File: src/source/eu_pkg.sv
package eu_pkg;

  // operand and result datapath
  localparam int DATA_W = 16;

  // operand cache geometry
  localparam int NUM_SLOTS = 8;
  localparam int SLOT_W    = 3; // log2 of NUM_SLOTS

  // lanes offered by the dispatcher per cycle
  localparam int NUM_DISPATCH = 4;

  // in-order instruction queue
  localparam int IQ_DEPTH = 8;
  localparam int IQ_PTR_W = 3; // wraps naturally, IQ_DEPTH is a power of two

  // four units in the fabric
  localparam int EUIDX_W = 2;

  // alu opcodes, all single cycle
  // arithmetic wraps at DATA_W
  typedef enum logic [2:0] {
    OP_ADD = 3'd0,
    OP_SUB = 3'd1, // a minus b
    OP_AND = 3'd2,
    OP_OR  = 3'd3,
    OP_XOR = 3'd4,
    OP_SHL = 3'd5  // a shifted left by b[3:0]
  } eu_opcode_e;

endpackage

File: src/source/eu_iqueue.sv
module eu_iqueue #(
  parameter logic [eu_pkg::EUIDX_W-1:0] EU_IDX = '0
) (
  input  logic                        clk,
  input  logic                        rst_i,

  // dispatch lanes
  input  logic                        dispatch_valid_i  [eu_pkg::NUM_DISPATCH-1:0],
  input  eu_pkg::eu_opcode_e          dispatch_opcode_i [eu_pkg::NUM_DISPATCH-1:0],
  input  logic [eu_pkg::SLOT_W-1:0]   dispatch_slot_i   [eu_pkg::NUM_DISPATCH-1:0],
  input  logic [eu_pkg::EUIDX_W-1:0]  dispatch_euidx_i  [eu_pkg::NUM_DISPATCH-1:0],
  output logic                        dispatch_ready_o,

  // head towards alu and cache
  input  logic                        issue_i,
  output logic                        head_valid_o,
  output eu_pkg::eu_opcode_e          head_opcode_o,
  output logic [eu_pkg::SLOT_W-1:0]   head_slot_o
);

  import eu_pkg::*;

  eu_opcode_e          opc_mem  [IQ_DEPTH];
  logic [SLOT_W-1:0]   slot_mem [IQ_DEPTH];

  logic [IQ_PTR_W-1:0] wr_ptr;
  logic [IQ_PTR_W-1:0] rd_ptr;
  logic [IQ_PTR_W:0]   count;     // 0 .. IQ_DEPTH

  logic [NUM_DISPATCH-1:0] lane_match;
  logic [IQ_PTR_W-1:0]     lane_off [NUM_DISPATCH];
  logic [IQ_PTR_W:0]       push_cnt;

  // keep only lanes addressed to this unit
  always_comb begin
    for (int i = 0; i < NUM_DISPATCH; i++) begin
      lane_match[i] = dispatch_valid_i[i] && (dispatch_euidx_i[i] == EU_IDX);
    end
  end

  // compaction: each matching lane gets the next free position
  always_comb begin
    logic [IQ_PTR_W:0] run;
    run = '0;
    for (int i = 0; i < NUM_DISPATCH; i++) begin
      lane_off[i] = run[IQ_PTR_W-1:0];
      if (lane_match[i]) begin
        run = run + (IQ_PTR_W+1)'(1);
      end
    end
    push_cnt = run;
  end

  // entry storage, lane 0 lands first
  always_ff @(posedge clk) begin
    for (int i = 0; i < NUM_DISPATCH; i++) begin
      if (lane_match[i]) begin
        opc_mem[wr_ptr + lane_off[i]]  <= dispatch_opcode_i[i];
        slot_mem[wr_ptr + lane_off[i]] <= dispatch_slot_i[i];
      end
    end
  end

  always_ff @(posedge clk) begin
    if (rst_i) begin
      wr_ptr <= '0;
      rd_ptr <= '0;
      count  <= '0;
    end else begin
      wr_ptr <= wr_ptr + push_cnt[IQ_PTR_W-1:0];
      if (issue_i) begin
        rd_ptr <= rd_ptr + IQ_PTR_W'(1); // one pop per issue
      end
      count <= count + push_cnt - (IQ_PTR_W+1)'(issue_i);
    end
  end

  assign head_valid_o  = (count != '0);
  assign head_opcode_o = opc_mem[rd_ptr];
  assign head_slot_o   = slot_mem[rd_ptr];

  // room for a full dispatch cycle
  assign dispatch_ready_o = (int'(count) <= IQ_DEPTH - NUM_DISPATCH);

  // dispatcher must respect ready, otherwise entries would be overwritten
  a_no_overflow: assert property (@(posedge clk) disable iff (rst_i)
    (push_cnt != '0) |-> (int'(count) + int'(push_cnt) <= IQ_DEPTH));

  // the alu may only pop an existing head
  a_issue_needs_head: assert property (@(posedge clk) disable iff (rst_i)
    issue_i |-> head_valid_o);

endmodule

File: src/source/eu_operand_cache.sv
module eu_operand_cache (
  input  logic                       clk,
  input  logic                       rst_i,

  // interconnect write port 0, operand a
  input  logic                       icon_rx0_valid_i,
  input  logic [eu_pkg::SLOT_W-1:0]  icon_rx0_slot_i,
  input  logic [eu_pkg::DATA_W-1:0]  icon_rx0_data_i,
  output logic                       icon_rx0_accept_o,

  // interconnect write port 1, operand b
  input  logic                       icon_rx1_valid_i,
  input  logic [eu_pkg::SLOT_W-1:0]  icon_rx1_slot_i,
  input  logic [eu_pkg::DATA_W-1:0]  icon_rx1_data_i,
  output logic                       icon_rx1_accept_o,

  // interconnect result read port
  input  logic                       icon_tx_req_valid_i,
  input  logic [eu_pkg::SLOT_W-1:0]  icon_tx_addr_i,
  output logic [eu_pkg::DATA_W-1:0]  icon_tx_data_o,
  output logic                       icon_tx_success_o,

  // head instruction lookup
  input  logic [eu_pkg::SLOT_W-1:0]  head_slot_i,
  input  logic                       issue_i,
  output logic                       opnd_ready_o,
  output logic [eu_pkg::DATA_W-1:0]  opnd_a_o,
  output logic [eu_pkg::DATA_W-1:0]  opnd_b_o,

  // alu writeback
  input  logic                       res_valid_i,
  input  logic [eu_pkg::SLOT_W-1:0]  res_slot_i,
  input  logic [eu_pkg::DATA_W-1:0]  res_data_i
);

  import eu_pkg::*;

  logic [DATA_W-1:0] a_mem [NUM_SLOTS];
  logic [DATA_W-1:0] b_mem [NUM_SLOTS];
  logic [DATA_W-1:0] r_mem [NUM_SLOTS];

  // present bits per slot
  logic [NUM_SLOTS-1:0] a_vld;
  logic [NUM_SLOTS-1:0] b_vld;
  logic [NUM_SLOTS-1:0] r_vld;

  logic a_busy; // operand a of the rx0 slot still held
  logic b_busy;

  // an issue this cycle frees the head slot before the write is judged
  always_comb begin
    a_busy = a_vld[icon_rx0_slot_i] && !(issue_i && (head_slot_i == icon_rx0_slot_i));
    b_busy = b_vld[icon_rx1_slot_i] && !(issue_i && (head_slot_i == icon_rx1_slot_i));
  end

  assign icon_rx0_accept_o = icon_rx0_valid_i && !a_busy;
  assign icon_rx1_accept_o = icon_rx1_valid_i && !b_busy;

  // head operand lookup
  assign opnd_ready_o = a_vld[head_slot_i] && b_vld[head_slot_i];
  assign opnd_a_o     = a_mem[head_slot_i];
  assign opnd_b_o     = b_mem[head_slot_i];

  // present-bit bookkeeping
  always_ff @(posedge clk) begin
    if (rst_i) begin
      a_vld <= '0;
      b_vld <= '0;
      r_vld <= '0;
    end else begin
      if (issue_i) begin
        a_vld[head_slot_i] <= 1'b0;
        b_vld[head_slot_i] <= 1'b0;
      end
      // new operands make the old result stale
      if (icon_rx0_accept_o) begin
        a_vld[icon_rx0_slot_i] <= 1'b1;
        r_vld[icon_rx0_slot_i] <= 1'b0;
      end
      if (icon_rx1_accept_o) begin
        b_vld[icon_rx1_slot_i] <= 1'b1;
        r_vld[icon_rx1_slot_i] <= 1'b0;
      end
      // a landing result belongs to an earlier issue and takes priority
      if (res_valid_i) begin
        r_vld[res_slot_i] <= 1'b1;
      end
    end
  end

  // slot payload and read data
  always_ff @(posedge clk) begin
    if (icon_rx0_accept_o) a_mem[icon_rx0_slot_i] <= icon_rx0_data_i;
    if (icon_rx1_accept_o) b_mem[icon_rx1_slot_i] <= icon_rx1_data_i;
    if (res_valid_i)       r_mem[res_slot_i]      <= res_data_i;
    icon_tx_data_o <= r_mem[icon_tx_addr_i];
  end

  always_ff @(posedge clk) begin
    if (rst_i) begin
      icon_tx_success_o <= 1'b0;
    end else begin
      icon_tx_success_o <= icon_tx_req_valid_i && r_vld[icon_tx_addr_i];
    end
  end

  // writeback and a fresh issue never meet on one slot
  a_res_vs_issue: assert property (@(posedge clk) disable iff (rst_i)
    (res_valid_i && issue_i) |-> (res_slot_i != head_slot_i));

endmodule

File: src/source/eu_alu.sv
module eu_alu (
  input  logic                       clk,
  input  logic                       rst_i,

  // head of the instruction queue
  input  logic                       head_valid_i,
  input  eu_pkg::eu_opcode_e         head_opcode_i,
  input  logic [eu_pkg::SLOT_W-1:0]  head_slot_i,

  // operands of the head slot
  input  logic                       opnd_ready_i,
  input  logic [eu_pkg::DATA_W-1:0]  opnd_a_i,
  input  logic [eu_pkg::DATA_W-1:0]  opnd_b_i,

  output logic                       issue_o,

  // writeback to the cache
  output logic                       res_valid_o,
  output logic [eu_pkg::SLOT_W-1:0]  res_slot_o,
  output logic [eu_pkg::DATA_W-1:0]  res_data_o
);

  import eu_pkg::*;

  logic [DATA_W-1:0] alu_res;

  // the only issue decision in the unit
  assign issue_o = head_valid_i && opnd_ready_i;

  always_comb begin
    case (head_opcode_i)
      OP_ADD:  alu_res = opnd_a_i + opnd_b_i;
      OP_SUB:  alu_res = opnd_a_i - opnd_b_i;
      OP_AND:  alu_res = opnd_a_i & opnd_b_i;
      OP_OR:   alu_res = opnd_a_i | opnd_b_i;
      OP_XOR:  alu_res = opnd_a_i ^ opnd_b_i;
      OP_SHL:  alu_res = opnd_a_i << opnd_b_i[3:0]; // shift amount 0..15
      default: alu_res = '0;
    endcase
  end

  // one-cycle valid strobe
  always_ff @(posedge clk) begin
    if (rst_i) begin
      res_valid_o <= 1'b0;
    end else begin
      res_valid_o <= issue_o;
    end
  end

  // result and target slot captured on issue
  always_ff @(posedge clk) begin
    if (issue_o) begin
      res_slot_o <= head_slot_i;
      res_data_o <= alu_res;
    end
  end

  // queue entries only ever carry decoded opcodes from the dispatcher
  a_known_opcode: assert property (@(posedge clk) disable iff (rst_i)
    issue_o |-> (head_opcode_i inside {OP_ADD, OP_SUB, OP_AND, OP_OR, OP_XOR, OP_SHL}));

endmodule

File: src/source/execution_unit.sv
module execution_unit #(
  parameter logic [eu_pkg::EUIDX_W-1:0] EU_IDX = '0
) (
  input  logic                        clk,
  input  logic                        rst_i,

  // dispatcher
  input  logic                        dispatch_valid_i  [eu_pkg::NUM_DISPATCH-1:0],
  input  eu_pkg::eu_opcode_e          dispatch_opcode_i [eu_pkg::NUM_DISPATCH-1:0],
  input  logic [eu_pkg::SLOT_W-1:0]   dispatch_slot_i   [eu_pkg::NUM_DISPATCH-1:0],
  input  logic [eu_pkg::EUIDX_W-1:0]  dispatch_euidx_i  [eu_pkg::NUM_DISPATCH-1:0],
  output logic                        dispatch_ready_o, // stall dispatch when low

  // interconnect operand writes
  input  logic                        icon_rx0_valid_i,
  input  logic [eu_pkg::SLOT_W-1:0]   icon_rx0_slot_i,
  input  logic [eu_pkg::DATA_W-1:0]   icon_rx0_data_i,
  output logic                        icon_rx0_accept_o,
  input  logic                        icon_rx1_valid_i,
  input  logic [eu_pkg::SLOT_W-1:0]   icon_rx1_slot_i,
  input  logic [eu_pkg::DATA_W-1:0]   icon_rx1_data_i,
  output logic                        icon_rx1_accept_o,

  // interconnect result read
  input  logic                        icon_tx_req_valid_i,
  input  logic [eu_pkg::SLOT_W-1:0]   icon_tx_addr_i,
  output logic [eu_pkg::DATA_W-1:0]   icon_tx_data_o,
  output logic                        icon_tx_success_o
);

  import eu_pkg::*;

  // queue head
  logic              head_valid;
  eu_opcode_e        head_opcode;
  logic [SLOT_W-1:0] head_slot;

  // operand lookup and issue
  logic              opnd_ready;
  logic [DATA_W-1:0] opnd_a;
  logic [DATA_W-1:0] opnd_b;
  logic              issue;

  // writeback
  logic              res_valid;
  logic [SLOT_W-1:0] res_slot;
  logic [DATA_W-1:0] res_data;

  eu_iqueue #(
    .EU_IDX (EU_IDX)
  ) iqueue_inst (
    .clk               (clk),
    .rst_i             (rst_i),
    .dispatch_valid_i  (dispatch_valid_i),
    .dispatch_opcode_i (dispatch_opcode_i),
    .dispatch_slot_i   (dispatch_slot_i),
    .dispatch_euidx_i  (dispatch_euidx_i),
    .dispatch_ready_o  (dispatch_ready_o),
    .issue_i           (issue),
    .head_valid_o      (head_valid),
    .head_opcode_o     (head_opcode),
    .head_slot_o       (head_slot)
  );

  eu_operand_cache cache_inst (
    .clk                 (clk),
    .rst_i               (rst_i),
    .icon_rx0_valid_i    (icon_rx0_valid_i),
    .icon_rx0_slot_i     (icon_rx0_slot_i),
    .icon_rx0_data_i     (icon_rx0_data_i),
    .icon_rx0_accept_o   (icon_rx0_accept_o),
    .icon_rx1_valid_i    (icon_rx1_valid_i),
    .icon_rx1_slot_i     (icon_rx1_slot_i),
    .icon_rx1_data_i     (icon_rx1_data_i),
    .icon_rx1_accept_o   (icon_rx1_accept_o),
    .icon_tx_req_valid_i (icon_tx_req_valid_i),
    .icon_tx_addr_i      (icon_tx_addr_i),
    .icon_tx_data_o      (icon_tx_data_o),
    .icon_tx_success_o   (icon_tx_success_o),
    .head_slot_i         (head_slot),
    .issue_i             (issue),
    .opnd_ready_o        (opnd_ready),
    .opnd_a_o            (opnd_a),
    .opnd_b_o            (opnd_b),
    .res_valid_i         (res_valid),
    .res_slot_i          (res_slot),
    .res_data_i          (res_data)
  );

  eu_alu alu_inst (
    .clk           (clk),
    .rst_i         (rst_i),
    .head_valid_i  (head_valid),
    .head_opcode_i (head_opcode),
    .head_slot_i   (head_slot),
    .opnd_ready_i  (opnd_ready),
    .opnd_a_i      (opnd_a),
    .opnd_b_i      (opnd_b),
    .issue_o       (issue),
    .res_valid_o   (res_valid),
    .res_slot_o    (res_slot),
    .res_data_o    (res_data)
  );

endmodule

File: config.mk
export PLATFORM = sky130hd
export DESIGN_NAME = execution_unit
export DESIGN_NICKNAME = d
export VERILOG_FILES = /design/src/source/eu_pkg.sv /design/src/source/eu_iqueue.sv /design/src/source/eu_operand_cache.sv /design/src/source/eu_alu.sv /design/src/source/execution_unit.sv
export SDC_FILE = /design/constraint.sdc
export NUM_CORES = 1
export LEC_CHECK = 0
export ABC_AREA = 0
export ABC_CLOCK_PERIOD_IN_PS = 9400
export BUFFER_PORTS_ARGS = -buffer_cell sky130_fd_sc_hd__buf_2
export CORE_AREA = 2 2 287 289
export CTS_CLUSTER_SIZE = 30
export DETAILED_ROUTE_END_ITERATION = 7
export DIE_AREA = 0 0 289 291
export GPL_TIMING_DRIVEN = 0
export PLACE_DENSITY = 0.45
export RECOVER_POWER = 100
export SYNTH_ARGS = -nofsm -noshare
export SYNTH_HDL_FRONTEND = slang
export SYNTH_SLANG_ARGS = --single-unit
File: constraint.sdc
create_clock -name clk -period 9.4 [get_ports clk]
set_clock_uncertainty 0.05 [all_clocks]
set_input_delay 1.41 -clock clk [delete_from_list [all_inputs] [get_ports clk]]
set_output_delay 1.41 -clock clk [all_outputs]
set_load 0.05 [all_outputs]
==> results.sh, run 1 <==
export IMPL_syn_instance_count=1837
export IMPL_ir_drop_mv=0.169
export IMPL_avgSynthCellArea_um2=13.2
export IMPL_maxSlewViolCount=18
export IMPL_synth_nets=1988
export IMPL_power_uw=9310
export IMPL_synth_edf_count=451
export IMPL_port_buffers=76
export IMPL_violations="capacitance limit, slew limit"
export IMPL_critPathMostFrequentCell="clkbuf_1"
export IMPL_post_drt_wl_per_cell_um=24.5
export IMPL_post_cts_buffers=0
export IMPL_gp_congestion=0.877
export IMPL_pwr_density_cell_mw_per_mm2=335
export IMPL_hold_depth=2
export IMPL_grt_setup_unrepaired="no"
export IMPL_routed_wl_um=75900
export IMPL_area_growth_pct=15.0
export IMPL_synth_compound_area_share_pct=9.97
export IMPL_setup_viol=0
export IMPL_synth_cell_types=82
export IMPL_clock_sinks=506
export IMPL_grt_ovfl_total=0
export IMPL_crit_chain="clkbuf_1 > nand3_1 > clkbuf_1 > a21oi_2 > buf_4 > a32oi_1 > nand2_1 > clkbuf_1 > ha_1 > nor2_1 > xor2_1 > ha_1 > nor2b_1 > o21ai_0 > a21boi_0 > o21ai_0 > a21boi_0 > o2111ai_1 > a31oi_1 > a21o_1 > a21oi_1 > xor2_1 > o311ai_0"
export IMPL_avgViaCountPerCell=5.19
export IMPL_nFillCells=8032
export IMPL_yosys_area_share_simple_pct=7.83
export IMPL_slew_headroom_pct=-22.2
export IMPL_ys_warnings_count=0
export IMPL_async_flop_share_pct=0
export IMPL_fmax_mhz=120
export IMPL_core_area_mm2=0.0812
export IMPL_synthMuxAreaShare_pct=12.8
export IMPL_dieArea_mm2=0.0841
export IMPL_h_tree_depth=2
export IMPL_crit_arrival_ns=8.63
export IMPL_grt_pass1_wl_um=110000
export IMPL_final_period_utilization_pct=88.8
export IMPL_start_util_pct=29.8
export IMPL_clkPwrFrac_pct=24.4
export IMPL_ios=102
export IMPL_cts_tree="done"
export IMPL_drive_above_1_share_pct=13.5
export IMPL_clk_pin_slew_worst_paths_ns=0.06
export IMPL_firstDrtPassIters=8
export IMPL_maxCapViolCount=1
export IMPL_cts_max_path_buffers=3
export IMPL_ant_nets=0
export IMPL_min_period_ns=8.35
export IMPL_min_delay_start="iqueue_inst.rd_ptr[1]"
export IMPL_synthAdderAreaFrac_pct=3.72
export IMPL_p_switching_uw=3800
export IMPL_syn_cell_area_mm2=0.0242
export IMPL_die_y_um=291
export IMPL_synth_ff_type="edfxtp_1"
export IMPL_antenna_found_initial=10
export IMPL_grt_usage_pct=17.8
export IMPL_cts_resized=0
export IMPL_synthXorXnorAreaFrac_pct=1.84
export IMPL_die_w_um=289
export IMPL_dp_hpwl_um=53500
export IMPL_root_buffer="clkbuf_16"
export IMPL_grt_max_degree=23
export IMPL_ys_ff_latch=506
export IMPL_setup_worst_path_end_class="flop"
export IMPL_p_seq_share_pct=30.7
export IMPL_cp_slowest_cell="a21oi_2"
export IMPL_drc_errors=0
export IMPL_reg2reg_depth=23
export IMPL_outcome="finished, violations left"
export IMPL_p_comb_share_pct=44.9
export IMPL_holdBufCountCts=0
export IMPL_critPathMaxFanout=11
export IMPL_clkLatencyLatePin_ns=0.64
export IMPL_holdCritPathClass="reg -> reg"
export IMPL_power_leakage_uw=0.00972
export IMPL_ys_seq_area_share_pct=60.5
export IMPL_cts_buffers=57
export IMPL_swShare_pct=40.9
export IMPL_slowest_delay_ns=0.81
export IMPL_nets=2134
export IMPL_finalSetupTns_ns=0
export IMPL_worstMarginPinSlew_ns=1.83
export IMPL_start_kind="flop"
export IMPL_synth_top_family_by_area="multiplexers"
export IMPL_critPathKind="reg -> reg"
export IMPL_rows=105
export IMPL_num_vias=16100
export IMPL_drt_iter0_drc=1556
export IMPL_p_int_uw=5500
export IMPL_finalHoldViolCount=0
export IMPL_critical_path_required_ns=9.69
export IMPL_grt_pass1_vias=16300
[logic make-up after synthesis]
group,Yosys count
muxes,246
buffers and inverters,182
adders and majority gates,69
xor gates and xnor gates,50
AOI/OAI and AO/OA,367
DFF,506
and+or+nand+nor,417
[cells in the final DEF (no fill, tap or decap), types with 14 or more instances in the layout]
cell type / count
nor2_1: 92
nor3_1: 21
xor2_1: 18
xnor2_1: 31
o22ai_1: 21
inv_1: 71
o21ai_0: 103
nand4_1: 14
a22oi_1: 21
nand3_1: 36
nand2_1: 191
a221oi_1: 25
buf_1: 18
edfxtp_1: 451
mux4_2: 45
ha_1: 64
nor2b_1: 18
a21oi_1: 89
clkbuf_16: 57
dfxtp_1: 55
mux2_2: 59
mux2i_1: 137
clkbuf_1: 134
buf_2: 35
a31oi_1: 19
[worst paths after layout]
path                              to  slack [ns]
max          alu_inst.res_data_o[14]        1.05
min reg2reg                     flop        0.44
min                             flop        0.44
max reg2reg  alu_inst.res_data_o[14]        1.05
[state kept, by name, indices dropped and copies added, names as in the netlist, 8 cells and up, named ones only]
| register | flops |
|---|---|
| iqueue_inst.opc_mem | 24 |
| cache_inst.b_vld | 8 |
| alu_inst.res_data_o | 16 |
| cache_inst.r_mem | 128 |
| cache_inst.a_vld | 8 |
| iqueue_inst.slot_mem | 24 |
| cache_inst.a_mem | 128 |
| cache_inst.b_mem | 128 |
| cache_inst.icon_tx_data_o | 16 |
| cache_inst.r_vld | 8 |
[critical path: cells and delay by family, from the launching register on]
family | cells | cell delay, ns
buffers and inverters | 4 | 1.89
adder cells (fa/ha/maj) | 2 | 0.78
AND/OR/NAND/NOR | 4 | 1.09
flip-flops | 1 | 0.50
XOR/XNOR | 2 | 0.29
AO/OA/AOI/OAI | 11 | 3.43
[cell type report]
type                    count  area (µm²)  area share, %
diodes                      1        2.50        0.00900
plain buffers             106         499           1.79
clock buffers              71        1520           5.46
clock inverters            36         404           1.45
inverters                  76         290           1.04
multi-input cells        1149        8760           31.5
flip-flops and latches    506       14600           52.6
well taps                1070        1340           4.81
repair buffers             87         360           1.30
[metal layers]
layer	track usage, %	wire length (µm)	vias to the layer above
met3	2.71	4170	108
li1	-	-	7291
met4	4.16	1440	10
met1	24.8	34100	8190
met2	29.2	36100	513
met5	0	56	-
[through the flow]
step | cell area [µm²] | cells | util (%) | setup slack [ns] | hold WS, ns
after floorplan | 24200 | 1837 | - | 4.09 | 0.400
after global placement | 25900 | 2983 | 31.9 | 1.29 | 0.416
after detailed placement | 26100 | 2993 | 32.2 | 1.30 | 0.429
after CTS | 28000 | 3100 | 34.5 | 1.26 | 0.443
after global routing | 27800 | 3101 | 34.3 | 0.463 | 0.467
final | 27800 | 3102 | 34.3 | 1.05 | 0.439
[power groups by stage]
stage          registers (µW)  clock network (µW)  logic (µW)
2_1_floorplan            2890                   0        2760
3_3_place_gp             2900                   0        4130
3_5_place_dp             2910                   0        4160
4_1_cts                  2860                2320        4180
5_1_grt                  2890                2410        4540
6_report                 2860                2270        4170
[synthesized netlist by cell type (4+ instances only)]
cell,count,area [µm²]
nor3_1,24,120
fa_1,5,100
a22oi_1,21,158
nand2b_1,8,50.1
a211oi_1,6,45.0
a22o_1,4,35.0
a221oi_1,25,219
nand4_1,14,87.6
and2_1,9,56.3
nand2_1,190,713
o22ai_1,21,131
buf_1,20,75.1
o31ai_1,4,30.0
a21o_1,5,37.5
mux4_2,45,1010
nor2b_1,18,113
mux2_2,64,721
a311oi_1,4,35.0
a32oi_1,8,70.1
a31oi_1,19,119
xor2_1,18,158
nor2_1,92,345
and3_1,8,50.1
buf_6,5,56.3
o21ai_0,103,515
clkbuf_1,57,214
a221o_1,11,110
o211ai_1,5,37.5
a21oi_1,89,445
inv_1,71,267
ha_1,64,801
buf_2,14,70.1
edfxtp_1,451,13500
buf_4,9,67.6
inv_2,4,15.0
nand3_1,36,180
dfxtp_1,55,1100
xnor2_1,31,272
mux2i_1,137,1370
(Power assumes the default switching activity.)
==> inputs of run 2 (changes only) <==
--- a/config.mk
+++ b/config.mk
@@ -9,6 +9,7 @@
 export ABC_CLOCK_PERIOD_IN_PS = 9400
 export BUFFER_PORTS_ARGS = -buffer_cell sky130_fd_sc_hd__buf_2
 export CORE_AREA = 2 2 287 289
+export CTS_BUF_LIST = sky130_fd_sc_hd__clkbuf_4
 export CTS_CLUSTER_SIZE = 30
 export DETAILED_ROUTE_END_ITERATION = 7
 export DIE_AREA = 0 0 289 291
==> constraint.sdc (replaced) <==
create_clock -name clk -period 9.4 [get_ports clk]
set_clock_uncertainty 0.05 [all_clocks]
set_input_delay 0.94 -clock clk [delete_from_list [all_inputs] [get_ports clk]]
set_output_delay 0.94 -clock clk [all_outputs]
set_load 0.05 [all_outputs]
==> run 2 against run 1 <==
The run still ends with capacitance limit, slew limit left. Combinational power hardly changed. Cell count is 4.9% higher. Sequential share of layout area hardly changed.
==> results.sh, run 2 (synthesized netlist as in run 1, its figures left out) <==
export IMPL_dp_hpwl_um=53500
export IMPL_reg_largest_list="cache_inst.a_mem: 128 flops, cache_inst.b_mem: 128 flops, cache_inst.r_mem: 128 flops"
export IMPL_cp_depth=23
export IMPL_hold_depth=2
export IMPL_power_leakage_uw=0.00993
export IMPL_reg2reg_depth=23
export IMPL_placed_area_mm2=0.0261
export IMPL_register_area_mm2=0.0146
export IMPL_clock_sinks=506
export IMPL_drc_errors=0
export IMPL_final_cells=3254
export IMPL_ir_drop_mv=0.145
export IMPL_core_area_mm2=0.0812
export IMPL_whs_endpoint="cache_inst.icon_tx_success_o"
export IMPL_grt_max_degree=23
export IMPL_start_kind="flop"
export IMPL_finalSetupTns_ns=0
export IMPL_drive_above_1_share_pct=19.5
export IMPL_critPathMaxFanout=11
export IMPL_grt_pass1_vias=17000
export IMPL_violations="capacitance limit, slew limit"
export IMPL_firstDrtPassIters=5
export IMPL_final_area_mm2=0.0278
export IMPL_critPathMostFrequentCell="clkbuf_1"
export IMPL_nFillCells=8131
export IMPL_reg2reg_slack_ns=1.00
export IMPL_crit_arrival_ns=8.94
export IMPL_h_tree_depth=4
export IMPL_grt_setup_unrepaired="no"
export IMPL_num_vias=16600
export IMPL_clkLatencyLatePin_ns=0.97
export IMPL_critPathBufInv=4
export IMPL_multiInputGateArea_mm2=0.00876
export IMPL_finalHoldViolCount=0
export IMPL_setup_worst_path_end_class="flop"
export IMPL_maxSlewViolCount=18
export IMPL_drt_iter0_drc=1359
export IMPL_worstMarginPinSlew_ns=1.78
export IMPL_gp_congestion=0.877
export IMPL_port_buffers=76
export IMPL_nets=2221
export IMPL_place_inst=2993
export IMPL_fmax_mhz=119
export IMPL_post_cts_buffers=0
export IMPL_outcome="finished, violations left"
export IMPL_cts_max_path_buffers=3
export IMPL_final_cell_mix="edfxtp_1, clkbuf_4, nand2_1, mux2i_1, clkbuf_1"
export IMPL_pwr_density_cell_mw_per_mm2=329
export IMPL_dieArea_mm2=0.0841
export IMPL_root_buffer="clkbuf_4"
export IMPL_cts_tree="done"
export IMPL_holdCritPathClass="in -> reg"
export IMPL_ios=102
export IMPL_clk_pin_slew_worst_paths_ns=0.06
export IMPL_die_y_um=291
export IMPL_grt_usage_pct=18.2
export IMPL_slew_headroom_pct=-18.8
export IMPL_final_period_utilization_pct=89.3
export IMPL_post_drt_wl_per_cell_um=23.6
export IMPL_crit_chain="clkbuf_1 > nand3_1 > clkbuf_1 > a21oi_2 > buf_4 > a32oi_1 > nand2_1 > clkbuf_1 > ha_1 > nor2_1 > xor2_1 > ha_1 > nor2b_1 > o21ai_0 > a21boi_0 > o21ai_0 > a21boi_0 > o2111ai_1 > a31oi_1 > a21o_1 > a21oi_1 > xor2_1 > o311ai_0"
export IMPL_antenna_found_initial=12
export IMPL_die_w_um=289
export IMPL_grt_pass1_wl_um=112000
export IMPL_setup_viol=0
export IMPL_avgViaCountPerCell=5.11
export IMPL_cts_resized=0
export IMPL_min_delay_start="icon_tx_req_valid_i"
export IMPL_slowest_delay_ns=0.80
export IMPL_routed_wl_um=76700
export IMPL_grt_ovfl_total=0
export IMPL_area_growth_pct=15.0
export IMPL_start_util_pct=29.8
export IMPL_holdBufCountCts=0
export IMPL_maxCapViolCount=1
export IMPL_ant_nets=0
export IMPL_final_common_cell="edfxtp_1"
export IMPL_rows=105
export IMPL_cp_slowest_cell="a21oi_2"
export IMPL_critical_path_top_delay_family="compound AO/OA/AOI/OAI gates"
export IMPL_critical_path_required_ns=9.94
export IMPL_reg2reg_to="alu_inst.res_data_o[14]"
export IMPL_min_period_ns=8.40
export IMPL_cts_buffers=144
export IMPL_critPathKind="reg -> reg"
[run 2: cell count changes in the layout (fill, tap and decap cells not counted), moves of 4 or more]
| cell | delta |
|---|---|
| clkbuf_1 | -10 |
| clkbuf_16 | -57 |
| clkbuf_4 | +219 |
| clkbuf_8 | -4 |
| clkinv_1 | +8 |
[run 2: metal layers]
metal | vias up | wire length, µm | global-route usage, %
met3 | 126 | 4450 | 4.11
li1 | 7553 | - | -
met2 | 565 | 36500 | 29.2
met4 | 6 | 1520 | 5.85
met5 | - | 31 | 0
met1 | 8394 | 34200 | 24.3
[run 2: metrics by stage]
stage	setup slack [ns]	util [%]	total power, µW	hold WS, ns
final	1.00	34.3	9150	0.224
after detailed placement	1.30	32.2	7070	0.429
after floorplan	4.09	-	5650	0.400
after global routing	0.395	34.3	9720	0.132
after CTS	1.22	34.5	9240	0.0543
after global placement	1.29	31.9	7030	0.416
[run 2: how the worst max path moves through the flow]
stage / endpoint / start
3_3_place_gp: alu_inst.res_data_o[14] / flop
3_5_place_dp: alu_inst.res_data_o[14] / flop
5_1_grt: alu_inst.res_data_o[14] / flop
6_report: alu_inst.res_data_o[14] / flop
2_1_floorplan: alu_inst.res_data_o[14] / flop
4_1_cts: alu_inst.res_data_o[14] / flop
[run 2: where the power goes]
| part | internal (µW) | leakage [µW] | total [µW] | switching (µW) |
|---|---|---|---|---|
| clock network | 1150 | 0.00113 | 2120 | 968 |
| registers | 2750 | 0.00454 | 2860 | 113 |
| logic | 1430 | 0.00425 | 4170 | 2740 |
| total | 5330 | 0.00993 | 9150 | 3820 |
[run 2: layout make-up]
class,instances,area share (%)
Multi-Input combinational cell,1149,31.5
Sequential cell,506,52.6
Tap cell,1070,4.81
Clock inverter,37,0.980
Timing Repair Buffer,87,1.30
Inverter,76,1.04
Buffer,106,1.79
Clock buffer,219,5.91
Antenna cell,4,0.0360
